$ cat src/logic/ft_defs.svh
`ifndef FT_DEFS_SVH
`define FT_DEFS_SVH

// ============================================================
// Outbound session shape
// ============================================================

// Data packets sent after the configuration byte
`define FT_DATA_PACKETS 8'd3

// Payload bytes carried by each outbound data packet
`define FT_PACKET_PAYLOAD 6'd60

// Stall lengths in clocks, zero turns the stall off
`define FT_OUT_EMPTY_CYCLES 8'd4
`define FT_IN_FULL_CYCLES 8'd3

// ============================================================
// Header field widths
// ============================================================
`define FT_CMD_W 2
`define FT_LEN_W 6

`endif

$ cat src/logic/ft_model_pkg.sv
package ft_model_pkg;

    // ============================================================
    // Outbound sequencer, named after the byte on the bus
    // ============================================================
    localparam logic [2:0] OUT_SETUP_HDR = 3'd0;
    localparam logic [2:0] OUT_CFG       = 3'd1;
    localparam logic [2:0] OUT_DATA_HDR  = 3'd2;
    localparam logic [2:0] OUT_DATA      = 3'd3;
    localparam logic [2:0] OUT_STOP_HDR  = 3'd4;
    localparam logic [2:0] OUT_IDLE      = 3'd5;

    // ============================================================
    // Inbound sequencer
    // ============================================================
    localparam logic [1:0] IN_HDR     = 2'd0;
    localparam logic [1:0] IN_PAYLOAD = 2'd1;
    localparam logic [1:0] IN_IDLE    = 2'd3;

    // Stall points sit where the remaining count equals the
    // packet length shifted right by one or by two
    localparam int unsigned STALL_HALF_SHIFT    = 1;
    localparam int unsigned STALL_QUARTER_SHIFT = 2;

endpackage

$ cat src/logic/ft_proto_pkg.sv
`include "ft_defs.svh"

package ft_proto_pkg;

    // Host to device commands
    localparam logic [`FT_CMD_W-1:0] CMD_SETUP_OUTPUT  = 2'd1;
    localparam logic [`FT_CMD_W-1:0] CMD_STREAM_OUTPUT = 2'd2;
    localparam logic [`FT_CMD_W-1:0] CMD_STOP          = 2'd3;

    // Device to host commands, code 0 is not defined
    localparam logic [`FT_CMD_W-1:0] CMD_STREAM_CFG    = 2'd1;
    localparam logic [`FT_CMD_W-1:0] CMD_STREAM_INPUT  = 2'd2;
    localparam logic [`FT_CMD_W-1:0] CMD_STOPPED       = 2'd3;

    // Stream configuration fields
    localparam logic       CHANNELS_STEREO = 1'b1;
    localparam logic [1:0] IO_TYPE_BNC     = 2'd1;
    localparam logic [2:0] STREAM_48000_HZ = 3'd1;
    localparam logic [1:0] BIT_DEPTH_24    = 2'd2;

    localparam logic [7:0] STREAM_CFG_BYTE =
        {CHANNELS_STEREO, IO_TYPE_BNC, STREAM_48000_HZ, BIT_DEPTH_24};

    // One bus byte, read either as a header or as a configuration byte
    typedef union packed {
        struct packed {
            logic [`FT_CMD_W-1:0] cmd;
            logic [`FT_LEN_W-1:0] len;
        } hdr;
        struct packed {
            logic       channels;
            logic [1:0] io_type;
            logic [2:0] rate;
            logic [1:0] depth;
        } cfg;
    } ft_byte_u;

endpackage

$ cat src/logic/host_stream_source.sv
`timescale 1ns/10ps
`include "ft_defs.svh"

module host_stream_source
    import ft_proto_pkg::*;
    import ft_model_pkg::*;
(
    input  logic       fifo_clk_o,
    input  logic       ft2232_reset_n_i,
    input  logic       fifo_oe_n_i,
    input  logic       fifo_rd_n_i,
    input  logic       abort_i,
    input  logic       stop_seen_i,
    output logic [7:0] fifo_data_o,
    output logic       fifo_rxf_n_o
);

    function automatic ft_byte_u make_hdr(input logic [`FT_CMD_W-1:0] cmd,
                                          input logic [`FT_LEN_W-1:0] len);
        ft_byte_u b;
        b.hdr.cmd = cmd;
        b.hdr.len = len;
        return b;
    endfunction

    function automatic ft_byte_u make_cfg();
        ft_byte_u b;
        b.cfg.channels = CHANNELS_STEREO;
        b.cfg.io_type  = IO_TYPE_BNC;
        b.cfg.rate     = STREAM_48000_HZ;
        b.cfg.depth    = BIT_DEPTH_24;
        return b;
    endfunction

    localparam logic [`FT_LEN_W-1:0] PAYLOAD     = `FT_PACKET_PAYLOAD;
    localparam logic [`FT_LEN_W-1:0] LEN_ONE     = 1;
    localparam logic [`FT_LEN_W-1:0] HALF_POS    = PAYLOAD >> STALL_HALF_SHIFT;
    localparam logic [`FT_LEN_W-1:0] QUARTER_POS = PAYLOAD >> STALL_QUARTER_SHIFT;
    localparam logic [7:0]           EMPTY_CYCLES = `FT_OUT_EMPTY_CYCLES;
    localparam logic                 STALLS_ON   = (`FT_OUT_EMPTY_CYCLES != 0);

    localparam ft_byte_u SETUP_HDR = make_hdr(CMD_SETUP_OUTPUT, LEN_ONE);
    localparam ft_byte_u CFG_BYTE  = make_cfg();
    localparam ft_byte_u DATA_HDR  = make_hdr(CMD_STREAM_OUTPUT, PAYLOAD);
    localparam ft_byte_u STOP_HDR  = make_hdr(CMD_STOP, '0);

    logic [2:0]           out_state;
    logic [7:0]           packets_left;
    logic [`FT_LEN_W-1:0] payload_left;
    logic [7:0]           out_data;
    logic [7:0]           empty_left;
    logic                 half_done;
    logic                 quarter_done;

    logic                 read_accept;
    logic [`FT_LEN_W-1:0] next_left;
    logic                 half_armed;
    logic                 quarter_armed;
    logic                 hit_half;
    logic                 hit_quarter;

    assign read_accept = ~fifo_rxf_n_o & ~fifo_oe_n_i & ~fifo_rd_n_i;

    // Remaining count of the data byte loaded by the next read
    always_comb begin
        if (out_state == OUT_DATA_HDR) begin
            next_left     = PAYLOAD;
            half_armed    = 1'b1;
            quarter_armed = 1'b1;
        end else begin
            next_left     = payload_left - LEN_ONE;
            half_armed    = ~half_done;
            quarter_armed = ~quarter_done;
        end
        hit_half    = STALLS_ON & half_armed & (next_left == HALF_POS);
        hit_quarter = STALLS_ON & quarter_armed & (next_left == QUARTER_POS);
    end

    // ============================================================
    // Outbound sequencer
    // ============================================================
    always_ff @(posedge fifo_clk_o or negedge ft2232_reset_n_i) begin
        if (!ft2232_reset_n_i) begin
            out_state    <= OUT_SETUP_HDR;
            fifo_data_o  <= SETUP_HDR;
            fifo_rxf_n_o <= 1'b0;
            packets_left <= `FT_DATA_PACKETS;
            payload_left <= '0;
            out_data     <= '0;
            empty_left   <= '0;
            half_done    <= 1'b0;
            quarter_done <= 1'b0;
        end else if ((abort_i || stop_seen_i) && out_state != OUT_IDLE) begin
            out_state    <= OUT_IDLE;
            fifo_rxf_n_o <= 1'b1;
        end else if (fifo_rxf_n_o) begin
            // Empty FIFO countdown, idle holds RXF# high for good
            if (out_state != OUT_IDLE) begin
                empty_left <= empty_left - 8'd1;
                if (empty_left == 8'd1) begin
                    fifo_rxf_n_o <= 1'b0;
                end
            end
        end else if (read_accept) begin
            case (out_state)
                OUT_SETUP_HDR: begin
                    fifo_data_o <= CFG_BYTE;
                    out_state   <= OUT_CFG;
                end

                OUT_CFG: begin
                    fifo_data_o <= DATA_HDR;
                    out_state   <= OUT_DATA_HDR;
                end

                OUT_DATA_HDR, OUT_DATA: begin
                    if (out_state == OUT_DATA && payload_left == LEN_ONE) begin
                        // Last byte of the packet was taken
                        packets_left <= packets_left - 8'd1;
                        if (packets_left == 8'd1) begin
                            fifo_data_o <= STOP_HDR;
                            out_state   <= OUT_STOP_HDR;
                        end else begin
                            fifo_data_o <= DATA_HDR;
                            out_state   <= OUT_DATA_HDR;
                        end
                    end else begin
                        fifo_data_o  <= out_data;
                        out_data     <= out_data + 8'd1;
                        payload_left <= next_left;
                        out_state    <= OUT_DATA;
                        half_done    <= ~half_armed | hit_half;
                        quarter_done <= ~quarter_armed | hit_quarter;
                        if (hit_half || hit_quarter) begin
                            fifo_rxf_n_o <= 1'b1;
                            empty_left   <= EMPTY_CYCLES;
                        end
                    end
                end

                default: begin
                    out_state    <= OUT_IDLE;
                    fifo_rxf_n_o <= 1'b1;
                end
            endcase
        end
    end

    a_idle_rxf_high: assert property (@(posedge fifo_clk_o) disable iff (!ft2232_reset_n_i)
        out_state == OUT_IDLE |-> fifo_rxf_n_o);

endmodule

$ cat config.mk
export PLATFORM = sky130hd
export DESIGN_NAME = host_stream_source
export DESIGN_NICKNAME = d
export VERILOG_FILES = /design/src/logic/ft_model_pkg.sv /design/src/logic/ft_proto_pkg.sv /design/src/logic/host_stream_source.sv
export VERILOG_INCLUDE_DIRS = /design/src /design/src/logic
export SDC_FILE = /design/constraint.sdc
export NUM_CORES = 1
export LEC_CHECK = 0
export ABC_CLOCK_PERIOD_IN_PS = 6000
export BUFFER_PORTS_ARGS = -buffer_cell sky130_fd_sc_hd__buf_4
export CAP_MARGIN = 10
export CORE_ASPECT_RATIO = 2
export CORE_UTILIZATION = 57
export CTS_BUF_LIST = sky130_fd_sc_hd__clkbuf_8
export DETAILED_ROUTE_END_ITERATION = 7
export PLACE_DENSITY_LB_ADDON = 0.25
export SLEW_MARGIN = 25
export SYNTH_ARGS = -nofsm -noshare
export SYNTH_HDL_FRONTEND = slang
export SYNTH_SLANG_ARGS = --single-unit
$ cat constraint.sdc
create_clock -name fifo_clk_o -period 6 [get_ports fifo_clk_o]
set_input_delay 0.6 -clock fifo_clk_o [delete_from_list [all_inputs] [get_ports fifo_clk_o]]
set_output_delay 0.6 -clock fifo_clk_o [all_outputs]
set_load 0.02 [all_outputs]
---- Word-level counts from Yosys, hierarchy flattened ----
Index checks and enable logic that the tools add are counted.
word-level totals
  bits in registers ....................... 44
  bits in latches ......................... 0
  RAM bits ................................ 0
  bits in read-only memories .............. 0
  input port bits ......................... 6
  output and inout bits ................... 9
  memories kept ........................... 0
operators by class
  add/sub/neg operators ................... 4
  $mul .................................... 0
  divide/modulo/power cells ............... 0
  order comparisons ....................... 0
  equality and inequality tests ........... 12
  shifts and indexed selects .............. 0
  multiplexer cells ....................... 26
  bitwise logic cells ..................... 15
  reduce and logical (&&, ||, !) cells .... 17
operator list
  kind                                                                      count
  8-bit 2-to-1 mux                                                          7
  8-bit case mux with 3 select lines                                        1
  8-bit by 1-bit == test with 1-bit output (second input constant)          2
  8-bit by 1-bit subtractor with 8-bit output (second input constant)       2
  3-bit 2-to-1 mux                                                          5
  5-bit AND reduction                                                       2
  1-bit 2-to-1 mux                                                          9
  1-bit inverter                                                            9
  3-bit case mux with 3 select lines                                        1
  8-bit by 1-bit adder with 8-bit output (second input constant)            1
  2-bit nonzero test                                                        4
  7-bit 2-to-1 mux                                                          1
  3-bit by 2-bit == test with 1-bit output (second input constant)          2
  6-bit by 1-bit == test with 1-bit output (second input constant)          1
  6-bit by 4-bit == test with 1-bit output (second input constant)          1
  6-bit by 5-bit == test with 1-bit output (second input constant)          1
  6-bit 2-to-1 mux                                                          1
  6-bit AND reduction                                                       1
  6-bit by 1-bit subtractor with 6-bit output (second input constant)       1
  1-bit bitwise AND                                                         4
  2-bit by 1-bit inequality test with 1-bit output (second input constant)  2
  4-bit AND reduction                                                       1
  2-bit OR reduction                                                        2
  3-bit by 1-bit == test with 1-bit output (second input constant)          1
  other kinds (9)                                                           12

---- Longest topological paths before layout ----
Gate-level depths: netlist of the first run.
  depth in word-level cells ............... 11
  depth in mapped cells ................... 8
  gate-level depth less buffers ........... 7

---- Worst setup path after synthesis of the first run ----
No wires, ideal clock.
  path kind ............................... register -> register
  start point ............................. register fifo_rxf_n_o
  end point ............................... register packets_left[5]
  setup time .............................. 0.123 ns
  arrival ................................. 1.946 ns
  required time ........................... 5.877 ns
  setup slack ............................. 3.932 ns
  stages on the path, launching flop included .. 7
  cell sequence ........................... dfrtp_1 clkbuf_1 or3_1 nor4_4 nand4_1 or3_1 xnor2_1
between the ends
  longest elaborated chain between the ends .. 4
RTL lines
  item                             line                       RTL
  start, declared                  host_stream_source.sv:15   output logic fifo_rxf_n_o
  start signal, assigned           host_stream_source.sv:86   fifo_rxf_n_o <= 1'b0;
  start signal, assigned           host_stream_source.sv:95   fifo_rxf_n_o <= 1'b1;
  start signal, assigned           host_stream_source.sv:101  fifo_rxf_n_o <= 1'b0;
  1-bit inverter (no line) *       -
  1-bit bitwise AND (2 in series)  host_stream_source.sv:62   assign read_accept = ~fifo_rxf_n_o & ~fifo_oe_n_i & ~fifo_rd_n_i;
  5-bit AND reduction (no line) *  -
  end signal, assigned             host_stream_source.sv:87   packets_left <= `FT_DATA_PACKETS;
  end signal, assigned             host_stream_source.sv:119  packets_left <= packets_left - 8'd1;
  end, declared                    host_stream_source.sv:48   logic [7:0] packets_left;
Mark *: on every way between the ends. The rest lies on a longest branch, timed or not.
A chain may end at the register's enable or synchronous reset.

---- Worst setup path after layout of the first run ----
  start point ............................. register fifo_rxf_n_o
  end point ............................... register out_data[7]
between the ends
  longest elaborated chain between the ends .. 4
RTL lines
  item                             line                       RTL
  1-bit inverter (no line) *       -
  1-bit bitwise AND (2 in series)  host_stream_source.sv:62
  5-bit AND reduction (no line) *  -
  end signal, assigned             host_stream_source.sv:129  out_data <= out_data + 8'd1;
  end, declared                    host_stream_source.sv:50   logic [7:0] out_data;
Marks and branches as above.

==> reports/qor.yml, run 1 <==
critical_path:
  crit_chain: "nor3_1 -> nand3b_1 -> nor3_2 -> nand4_1 -> xnor2_1"
  path_depth: 5
  path_max_fanout: 20
  r2r_cells: 5
  cp-startpoint: "fifo_rxf_n_o"
  slowest_delay_ns: 0.79
  startpoint_type: "register"
  cp.required_ns: 6.18
  path_buf_inv: 0
  crit_family: "simple AND/OR/NAND/NOR gates"
  path_class: "register to register"
  critical_path.endpoint_type: "register"
  cp.arrival_ns: 3.07
  r2r-start: "fifo_rxf_n_o"
  r2r_end: "out_data[7]"
  crit_path_top_delay_cell: "nor3_2"
  crit_path_end: "out_data[7]"
  r2r_slack_ns: 3.11
clock_network:
  postCtsSetupRepairBufs: 0
  cts_root_buf: "clkbuf_8"
  hold_buffers: 0
  clkTransAtPathRegs_ns: 0.09
  cts_resized: 0
  clockBufferDepth: 2
  cts_buffers: 5
  cts_max_level: 2
  clkLatencyLatePin_ns: 0.30
  cts.sinks: 44
  cts_tree: "built"
cells_and_area:
  drive_gt1_share_pct: 14.3
  fillers: 337
  nets: 271
  seq_area_um2: 1110
  multi_input_area_um2: 1210
  n_antenna_cell: 0
  post-route-util_pct: 67.1
  area_delta_synth_final_pct: 10.6
placed_design:
  dpl.hpwl_mm: 3.46
  placement.io_buffers: 14
  gp_congestion: 0.829
sta:
  max_slew_margin_pct: 42.8
  hold_slack_ns: 0.276
  slew_viol_final: 0
  setup_viol: 0
  fin_crit_sh_pct: 48.1
  rsz0062_at_grt: "no"
  min_period_ns: 2.89
  fmax_mhz: 346
  finalSetupTns_ns: 0
  hold_viol: 0
  fin_skew_ns: 0.0102
  worst_pin_slew_ns: 0.854
synth:
  synth-seq-area-share_pct: 46.5
  syn_nets: 257
  yosysTopAreaCellShare_pct: 42.0
  ys_ff_latch: 44
  syn_inst: 244
  synth_edf_count: 0
  syn_area_um2: 2380
  yosys-top-cells-area: "dfrtp_1 (42%), xnor2_1 (6.6%), nand2_1 (5.0%), dfstp_2 (4.4%), ha_1 (3.7%)"
  ys_types: 49
  synth_top_area_cell: "dfrtp_1"
  yosysMostFrequentCell: "dfrtp_1"
  synth_ff_type: "dfrtp_1"
  yosys_warnings: 0
  ys_top_cells_by_count: "dfrtp_1 (40), nand2_1 (32), xnor2_1 (18)"
  ys_async_sr_fraction_pct: 100
  postSynthAreaPerCell_um2: 9.76
job:
  max_cap_viol_count: 0
floorplanning:
  rows: 32
  die_h_um: 93.4
  start_util_pct: 60.7
  die_w_um: 47.7
  io_pins: 15
  design.die.area_um2: 4460
  core_area_um2: 3920
route:
  num_vias: 1826
  drt_first_pass_iters: 4
  ant_nets: 0
  viasPerCell: 5.89
  wl_per_cell_um: 15.6
  drc_errors: 0
  drtIter0Drc: 40
  routed_wirelength_mm: 4.84
pwr:
  ir_drop_uv: 227
  p_leak_nw: 1.10
  p_per_area_nw_per_um2: 249
grt:
  grt_pass1_wl_mm: 7.58
  grt_usage_pct: 23.8
  gr-total-overflow: 0
  antenna_found_initial: 0
  first_global_vias: 1739
  grt_max_degree: 45
outcome:
  outcome: "completed"
worst_hold_path:
  hold_class: "input port to async pin"
==> layer usage <==
layer	GRT usage (%)	part of all wire, %	routed length, um
met1	26.4	41	1970
met2	40.8	53	2580
met3	3.47	2.6	124
met4	12.3	3.3	161
met5	0	0	0
==> cell families (layout without fill, tap and decap cells) <==
group / after synthesis / after routing / share of synthesized area [%]
multiplexers: 2 / 2 / 0.893
flip-flops: 44 / 44 / 46.5
buffers and inverters: 15 / 30 / 2.73
AO/OA/AOI/OAI: 48 / 48 / 13.9
adder cells (fa/ha/maj): 7 / 7 / 3.68
AND/OR/NAND/NOR: 110 / 110 / 25.7
XOR/XNOR: 18 / 18 / 6.62
==> layout by cell type, fill, tap and decap left out, drive strengths merged, types with 2 or more instances in the layout <==
cell,synthesis,final
nor4,4,4
nand3,9,9
and3,4,4
dfrtp,40,40
ha,7,7
xnor2,18,18
or3,5,5
nor2b,3,3
nor3,10,10
dfstp,4,4
buf,2,15
o31a,2,2
nand2,32,32
nor3b,2,2
and2,2,2
nor2,14,14
o21ai,16,16
a21oi,8,8
clkbuf,6,5
o31ai,4,4
a211o,2,2
nand4,8,8
o22a,2,2
inv,7,8
nand2b,8,8
a31oi,4,4
nand3b,3,3
==> registers in the layout, summed over array words and instances (netlist names) <==
| name | count |
|---|---|
| fifo_rxf_n_o | 1 |
| quarter_done | 1 |
| out_state | 3 |
| empty_left | 8 |
| packets_left | 8 |
| fifo_data_o | 8 |
| half_done | 1 |
| out_data | 8 |
| payload_left | 6 |
==> worst min-delay path by stage <==
stage	from	end	slack [ns]
after floorplan	ft2232_reset_n_i	empty_left[0]	0.30
after global placement	packets_left[7]	packets_left[7]	0.46
after detailed placement	out_data[7]	out_data[7]	0.47
after CTS	ft2232_reset_n_i	packets_left[7]	0.30
after global routing	ft2232_reset_n_i	empty_left[2]	0.31
final	ft2232_reset_n_i	empty_left[2]	0.28
==> stage by stage <==
step / power (mW) / setup WS (ns) / cells / instance area [um^2]
floorplan: 0.400 / 3.93 / 244 / 2380
global placement: 0.424 / 3.17 / 302 / 2520
detailed placement: 0.427 / 3.10 / 302 / 2520
CTS: 0.663 / 3.14 / 310 / 2630
global route: 0.688 / 2.80 / 310 / 2630
finish: 0.655 / 3.11 / 310 / 2630
==> final cells by class <==
class | instances | share of cell area [%]
multi-input cells | 185 | 45.9
clock buffers | 5 | 2.61
inverters | 7 | 0.998
well taps | 51 | 2.42
flip-flops and latches | 44 | 42.0
repair buffers | 15 | 4.28
clock inverters | 3 | 1.76
==> power by group <==
part	total, mW	internal, mW	switching (mW)
Combinational	0.0774	0.0383	0.0390
Sequential	0.344	0.316	0.0278
Clock	0.234	0.126	0.109
Total	0.655	0.480	0.175
Note: power is estimated with default switching activity, not from simulation.
==> run 2, diff against run 1 <==
--- a/config.mk
+++ b/config.mk
@@ -6,11 +6,11 @@
 export SDC_FILE = /design/constraint.sdc
 export NUM_CORES = 1
 export LEC_CHECK = 0
-export ABC_CLOCK_PERIOD_IN_PS = 6000
+export ABC_CLOCK_PERIOD_IN_PS = 2600
 export BUFFER_PORTS_ARGS = -buffer_cell sky130_fd_sc_hd__buf_4
 export CAP_MARGIN = 10
 export CORE_ASPECT_RATIO = 2
-export CORE_UTILIZATION = 57
+export CORE_UTILIZATION = 56
 export CTS_BUF_LIST = sky130_fd_sc_hd__clkbuf_8
 export DETAILED_ROUTE_END_ITERATION = 7
 export PLACE_DENSITY_LB_ADDON = 0.25
==> constraint.sdc (replaced) <==
create_clock -name fifo_clk_o -period 2.6 [get_ports fifo_clk_o]
set_input_delay 0.26 -clock fifo_clk_o [delete_from_list [all_inputs] [get_ports fifo_clk_o]]
set_output_delay 0.26 -clock fifo_clk_o [all_outputs]
set_load 0.02 [all_outputs]
==> run 2 against run 1 <==
  * Flip-flop and latch count unchanged
  * Cell area up 1.2%
  * Setup slack worse by 2.7 ns
  * Clock skew shrank 0.00093 ns
  * Wire length decreased by 1.2%
  * Die area rose by 1.7%
  * Utilization is 1.9 points lower
  * Clock power increased by 89%
  * Total power grew 120%
  * Hold slack gained 0.021 ns
==> reports/qor.yml, run 2 (synthesis results as in run 1) <==
outcome:
  outcome: "completed"  # unchanged
clock_network:
  postCtsSetupRepairBufs: 0  # unchanged
  cts_tree: "built"  # unchanged
  cts_root_buf: "clkbuf_8"  # unchanged
  clkLatencyLatePin_ns: 0.29  # was 0.30 ns
  cts_max_level: 2  # unchanged
  clkTransAtPathRegs_ns: 0.08  # was 0.09 ns
  clockBufferDepth: 2  # unchanged
  cts_buffers: 5  # unchanged
  cts.sinks: 44  # unchanged
cells_and_area:
  drive_gt1_share_pct: 15.8  # was 14.3%
  nets: 277  # was 271
  post-route-util_pct: 65.2  # was 67.1%
  n_antenna_cell: 0  # unchanged
  area_delta_synth_final_pct: 11.9  # was 10.6%
  layout_common_cells: "dfrtp_1 (40), nand2_1 (32), buf_4 (20), xnor2_1 (18), o21ai_0 (16)"  # was dfrtp_1 (40), nand2_1 (32), xnor2_1 (18), o21ai_0 (16), buf_4 (15)
  layout_commonest_cell: "dfrtp_1"  # unchanged
grt:
  busiest_layer: "met2"  # unchanged
  gr-usage-met1_pct: 26.1  # was 26.4%
  first_global_vias: 1789  # was 1739
  grt_usage_pct: 23.8  # about the same
  grt_max_degree: 45  # unchanged
  met2_usage_pct: 41.7  # was 40.8%
  met3_usage_pct: 3.85  # was 3.47%
  grt_pass1_wl_mm: 7.84  # was 7.58 mm
  gr-total-overflow: 0  # unchanged
  antenna_found_initial: 0  # unchanged
pwr:
  swShare_pct: 27.0  # was 26.8%
  p_per_area_nw_per_um2: 534  # was 249 nW/um^2
  ir_drop_uv: 400  # was 227 uV
  p_leak_nw: 1.12  # was 1.10 nW
  sequentialPowerShare_pct: 54.8  # was 52.5%
  p_clk_share_pct: 31.1  # was 35.7%
  p_switching_uw: 384  # was 175 uW
  p_comb_share_pct: 14.1  # was 11.8%
  internal_power_mw: 1.04  # was 480 uW
route:
  drc_errors: 0  # unchanged
  viasPerCell: 5.91  # was 5.89
  drtIter0Drc: 34  # was 40
  drt_first_pass_iters: 4  # unchanged
  ant_nets: 0  # unchanged
  num_vias: 1874  # was 1826
  wl_per_cell_um: 15.1  # was 15.6 um
  routed_wirelength_mm: 4.78  # was 4.84 mm
floorplanning:
  die_h_um: 94.2  # was 93.4 um
  io_pins: 15  # unchanged
  core_area_um2: 4090  # was 3920 um^2
  rows: 33  # was 32
  design.die.area_um2: 4530  # was 4460 um^2
  die_w_um: 48.1  # was 47.7 um
  start_util_pct: 58.2  # was 60.7%
critical_path:
  cp-startpoint: "payload_left[0]"  # was fifo_rxf_n_o
  r2r-start: "payload_left[0]"  # was fifo_rxf_n_o
  cp.required_ns: 2.78  # was 6.18 ns
  slowest_delay_ns: 0.46  # was 0.79 ns
  crit_path_top_delay_cell: "dfrtp_1"  # was nor3_2
  path_max_fanout: 8  # was 20
  critical_path.endpoint_type: "register"  # unchanged
  cp.arrival_ns: 2.39  # was 3.07 ns
  crit_chain: "or3_4 -> or3_4 -> a2111oi_4 -> and4bb_4 -> o21ai_0"  # was nor3_1 -> nand3b_1 -> nor3_2 -> nand4_1 -> xnor2_1
  path_class: "register to register"  # unchanged
  crit_path_frequent_cell: "or3_4"
  startpoint_type: "register"  # unchanged
sta:
  slew_viol_final: 0  # unchanged
  max_slew_margin_pct: 63.7  # was 42.8%
  fin_skew_ns: 0.00929  # was 0.0102 ns
  rsz0062_at_grt: "no"  # unchanged
  hold_viol: 0  # unchanged
  fmax_mhz: 451  # was 346 MHz
  fin_crit_sh_pct: 85.3  # was 48.1%
  worst_pin_slew_ns: 0.545  # was 0.854 ns
  setup_viol: 0  # unchanged
  finalSetupTns_ns: 0  # unchanged
  min_period_ns: 2.22  # was 2.89 ns
worst_hold_path:
  hold_class: "input port to register"  # was input port to async pin
  min_from: "abort_i"
placed_design:
  dpl.hpwl_mm: 3.60  # was 3.46 mm
  gp_congestion: 0.807  # was 0.829
  placement.io_buffers: 14  # unchanged
job:
  max_cap_viol_count: 0  # unchanged
[run 2: cell count changes in the layout (fill, tap and decap cells not counted)]
cell and delta:
bufinv_16 -1, clkbuf_8 +1, inv_6 -1, buf_4 +5, clkinvlp_4 +1, dlygate4sd3_1 +1
[run 2: power by group through the flow]
stage          sequential [mW]  combinational [mW]  clock (mW)
3_3_place_gp             0.790               0.194           0
3_5_place_dp             0.794               0.202           0
6_report                 0.780               0.200       0.443
4_1_cts                  0.780               0.204       0.459
2_1_floorplan            0.788               0.134           0
5_1_grt                  0.788               0.231       0.474
[run 2: layout make-up]
class / count / area (um^2)
multi-input combinational: 185 / 1210
inverter: 7 / 26.3
timing repair buffer: 21 / 160
sequential: 44 / 1110
fill: 359 / 1420
clock buffer: 6 / 82.6
clock inverter: 2 / 15.0
tap: 52 / 65.1
[run 2: path summary, 6_finish.rpt]
| kind | cells after the start | slack, ns | to |
|---|---|---|---|
| max in group asynchronous | 2 | 1.73 | fifo_data_o[6] |
| max reg2reg | 5 | 0.38 | empty_left[3] |
| min reg2reg | 1 | 0.48 | packets_left[6] |
| min in group asynchronous | 2 | 0.48 | empty_left[2] |
| min | 3 | 0.30 | fifo_data_o[6] |
| max | 5 | 0.38 | empty_left[3] |
[run 2: worst max-delay path: cells and delay by family, from the launching register on]
family,cells,cell delay [ns]
flip-flops,1,0.46
AND/OR/NAND/NOR,3,1.16
AO/OA/AOI/OAI,2,0.49
[run 2: repair_timing]
item,CTS,global route
hold buffers,1,0
gates resized for setup,0,0
hold endpoints to repair,40,0
[run 2: per-layer routing]
metal  vias up  share of wire (%)  routed length (um)
met4         0                2.9                 139
met5         -                  0                   0
met3        13                1.9                  91
met1       916                 40                1930
li1        914                  -                   -
met2        31                 55                2620
[run 2: metrics by stage]
step	worst slack [ns]	hold WS, ns	total power, mW	cell area, um^2	std cells
4_1_cts	0.377	0.282	1.44	2670	317
3_3_place_gp	0.433	0.284	0.984	2560	308
6_report	0.381	0.297	1.42	2670	317
5_1_grt	0.231	0.297	1.49	2670	317
2_1_floorplan	0.532	-0.0356	0.922	2380	244
3_5_place_dp	0.382	0.284	0.995	2560	308
==> run 3, diff against run 2 <==
--- a/config.mk
+++ b/config.mk
@@ -6,11 +6,11 @@
 export SDC_FILE = /design/constraint.sdc
 export NUM_CORES = 1
 export LEC_CHECK = 0
-export ABC_CLOCK_PERIOD_IN_PS = 2600
+export ABC_CLOCK_PERIOD_IN_PS = 2500
 export BUFFER_PORTS_ARGS = -buffer_cell sky130_fd_sc_hd__buf_4
 export CAP_MARGIN = 10
 export CORE_ASPECT_RATIO = 2
-export CORE_UTILIZATION = 56
+export CORE_UTILIZATION = 57
 export CTS_BUF_LIST = sky130_fd_sc_hd__clkbuf_8
 export DETAILED_ROUTE_END_ITERATION = 7
 export PLACE_DENSITY_LB_ADDON = 0.25
==> constraint.sdc (replaced) <==
create_clock -name fifo_clk_o -period 2.5 [get_ports fifo_clk_o]
set_input_delay 0.25 -clock fifo_clk_o [delete_from_list [all_inputs] [get_ports fifo_clk_o]]
set_output_delay 0.25 -clock fifo_clk_o [all_outputs]
set_load 0.02 [all_outputs]
==> run 3 against run 2 <==
  * Via count is 1.1% lower
  * Setup slack got worse by 0.17 ns
  * Clock skew fell by 0.0020 ns
  * Flip-flop and latch count unchanged
  * Wire length grew 2.7%
  * Register-to-register slack worse by 0.17 ns
  * Hold slack better by 0.051 ns
  * Critical path type unchanged
  * Highest routed layer unchanged
==> reports/qor.yml, run 3 (synthesis results as in run 1) <==
outcome:
  outcome: "completed"  # unchanged
worst_hold_path:
  hold_class: "input port to register"  # unchanged
clock_network:
  clkTransAtPathRegs_ns: 0.08  # about the same
  cts_buffers: 5  # unchanged
  cts_root_buf: "clkbuf_8"  # unchanged
  postCtsSetupRepairBufs: 0  # unchanged
  cts_resized: 0  # unchanged
  cts_max_level: 2  # unchanged
  clockBufferDepth: 2  # unchanged
  cts_tree: "built"  # unchanged
  cts.sinks: 44  # unchanged
  clkLatencyLatePin_ns: 0.30  # was 0.29 ns
critical_path:
  critical_path.endpoint_type: "register"  # unchanged
  path_max_fanout: 8  # unchanged
  cp.arrival_ns: 2.46  # was 2.39 ns
  startpoint_type: "register"  # unchanged
  path_class: "register to register"  # unchanged
  cp.required_ns: 2.67  # was 2.78 ns
pwr:
  p_leak_nw: 1.12  # about the same
  fin_total_pwr_mw: 1.49  # was 1.42 mW
  p_per_area_nw_per_um2: 561  # was 534 nW/um^2
  ir_drop_uv: 542  # was 400 uV
route:
  viasPerCell: 5.87  # was 5.91
  wl_per_cell_um: 15.5  # was 15.1 um
  num_vias: 1854  # was 1874
  ant_nets: 0  # unchanged
  routed_wirelength_mm: 4.91  # was 4.78 mm
  drc_errors: 0  # unchanged
  drt_first_pass_iters: 4  # unchanged
  drtIter0Drc: 40  # was 34
floorplanning:
  rows: 32  # was 33
  die_w_um: 47.7  # was 48.1 um
  start_util_pct: 60.7  # was 58.2%
  design.die.area_um2: 4460  # was 4530 um^2
  core_area_um2: 3920  # was 4090 um^2
  die_h_um: 93.4  # was 94.2 um
  io_pins: 15  # unchanged
cells_and_area:
  drive_gt1_share_pct: 15.8  # unchanged
  layout_common_cells: "dfrtp_1 (40), nand2_1 (32), buf_4 (20), xnor2_1 (18), o21ai_0 (16)"  # unchanged
  design_area_um2: 2660  # was 2670 um^2
  layout_commonest_cell: "dfrtp_1"  # unchanged
  multi_input_area_um2: 1210  # unchanged
  nets: 277  # unchanged
  n_antenna_cell: 0  # unchanged
  seq_area_um2: 1110  # unchanged
  area_delta_synth_final_pct: 11.9  # about the same
  fillers: 342  # was 359
  post-route-util_pct: 67.9  # was 65.2%
grt:
  gr-total-overflow: 0  # unchanged
  first_global_vias: 1827  # was 1789
  antenna_found_initial: 0  # unchanged
  grt_usage_pct: 25.1  # was 23.8%
  grt_max_degree: 45  # unchanged
  grt_pass1_wl_mm: 8.07  # was 7.84 mm
sta:
  min_period_ns: 2.29  # was 2.22 ns
  fin_crit_sh_pct: 91.7  # was 85.3%
  worst_pin_slew_ns: 0.546  # was 0.545 ns
  slew_viol_final: 0  # unchanged
  fin_skew_ns: 0.00732  # was 0.00929 ns
  setup_viol: 0  # unchanged
  worst_slack_ns: 0.208  # was 0.381 ns
  finalSetupTns_ns: 0  # unchanged
  max_slew_margin_pct: 63.5  # was 63.7%
  fmax_mhz: 436  # was 451 MHz
  hold_viol: 0  # unchanged
  rsz0062_at_grt: "no"  # unchanged
placed_design:
  gp_congestion: 0.811  # was 0.807
  dpl.hpwl_mm: 3.47  # was 3.60 mm
  place_area_um2: 2560  # about the same
  placement.io_buffers: 14  # unchanged
  pre_cts_ws_ns: 0.243  # was 0.382 ns
job:
  max_cap_viol_count: 0  # unchanged
==> run 3: timing repair <==
action                                  4_1_cts  5_1_grt
hold endpoints to repair                     40        0
endpoints found under the setup margin        0        0
hold buffers                                  1        0
==> run 3: path summary, 6_finish.rpt <==
check	startpoint	to	slack, ns	depth (start not counted)
max	payload_left[0]	empty_left[0]	0.21	5
max in group asynchronous	ft2232_reset_n_i	packets_left[1]	1.64	2
min	abort_i	out_state[0]	0.35	4
min reg2reg	packets_left[7]	packets_left[7]	0.47	1
min in group asynchronous	ft2232_reset_n_i	empty_left[2]	0.47	2
max reg2reg	payload_left[0]	empty_left[0]	0.21	5
==> run 3: power by group <==
part,switching [mW],internal (mW)
Combinational,0.111,0.0990
Clock,0.248,0.224
Sequential,0.0541,0.758
==> run 3: final cells by class <==
| type | count | share of cell area (%) |
|---|---|---|
| clock inverters | 2 | 0.564 |
| clock buffers | 6 | 3.10 |
| well taps | 51 | 2.40 |
| multi-input cells | 185 | 45.4 |
| repair buffers | 21 | 6.01 |
| inverters | 7 | 0.986 |
| flip-flops and latches | 44 | 41.5 |
==> run 3: routing by layer <==
metal	track usage, %	up-vias	part of all wire, %
met1	30.8	895	41
li1	-	912	-
met2	40.2	32	53
met5	0	-	0
met3	4.05	15	2.3
met4	13.0	0	3.1
==> run 3: metrics by stage <==
step	std cells	hold slack, ns
finish	316	0.348
floorplan	244	-0.0456
global placement	307	0.271
CTS	316	0.345
global route	316	0.373
detailed placement	307	0.277
==> run 3: critical path: stages, from the launching register on <==
cell	delay [ns]
dfrtp_1	0.47
or3_4	0.42
or3_4	0.38
a2111oi_4	0.40
and4bb_4	0.35
o21ai_0	0.14
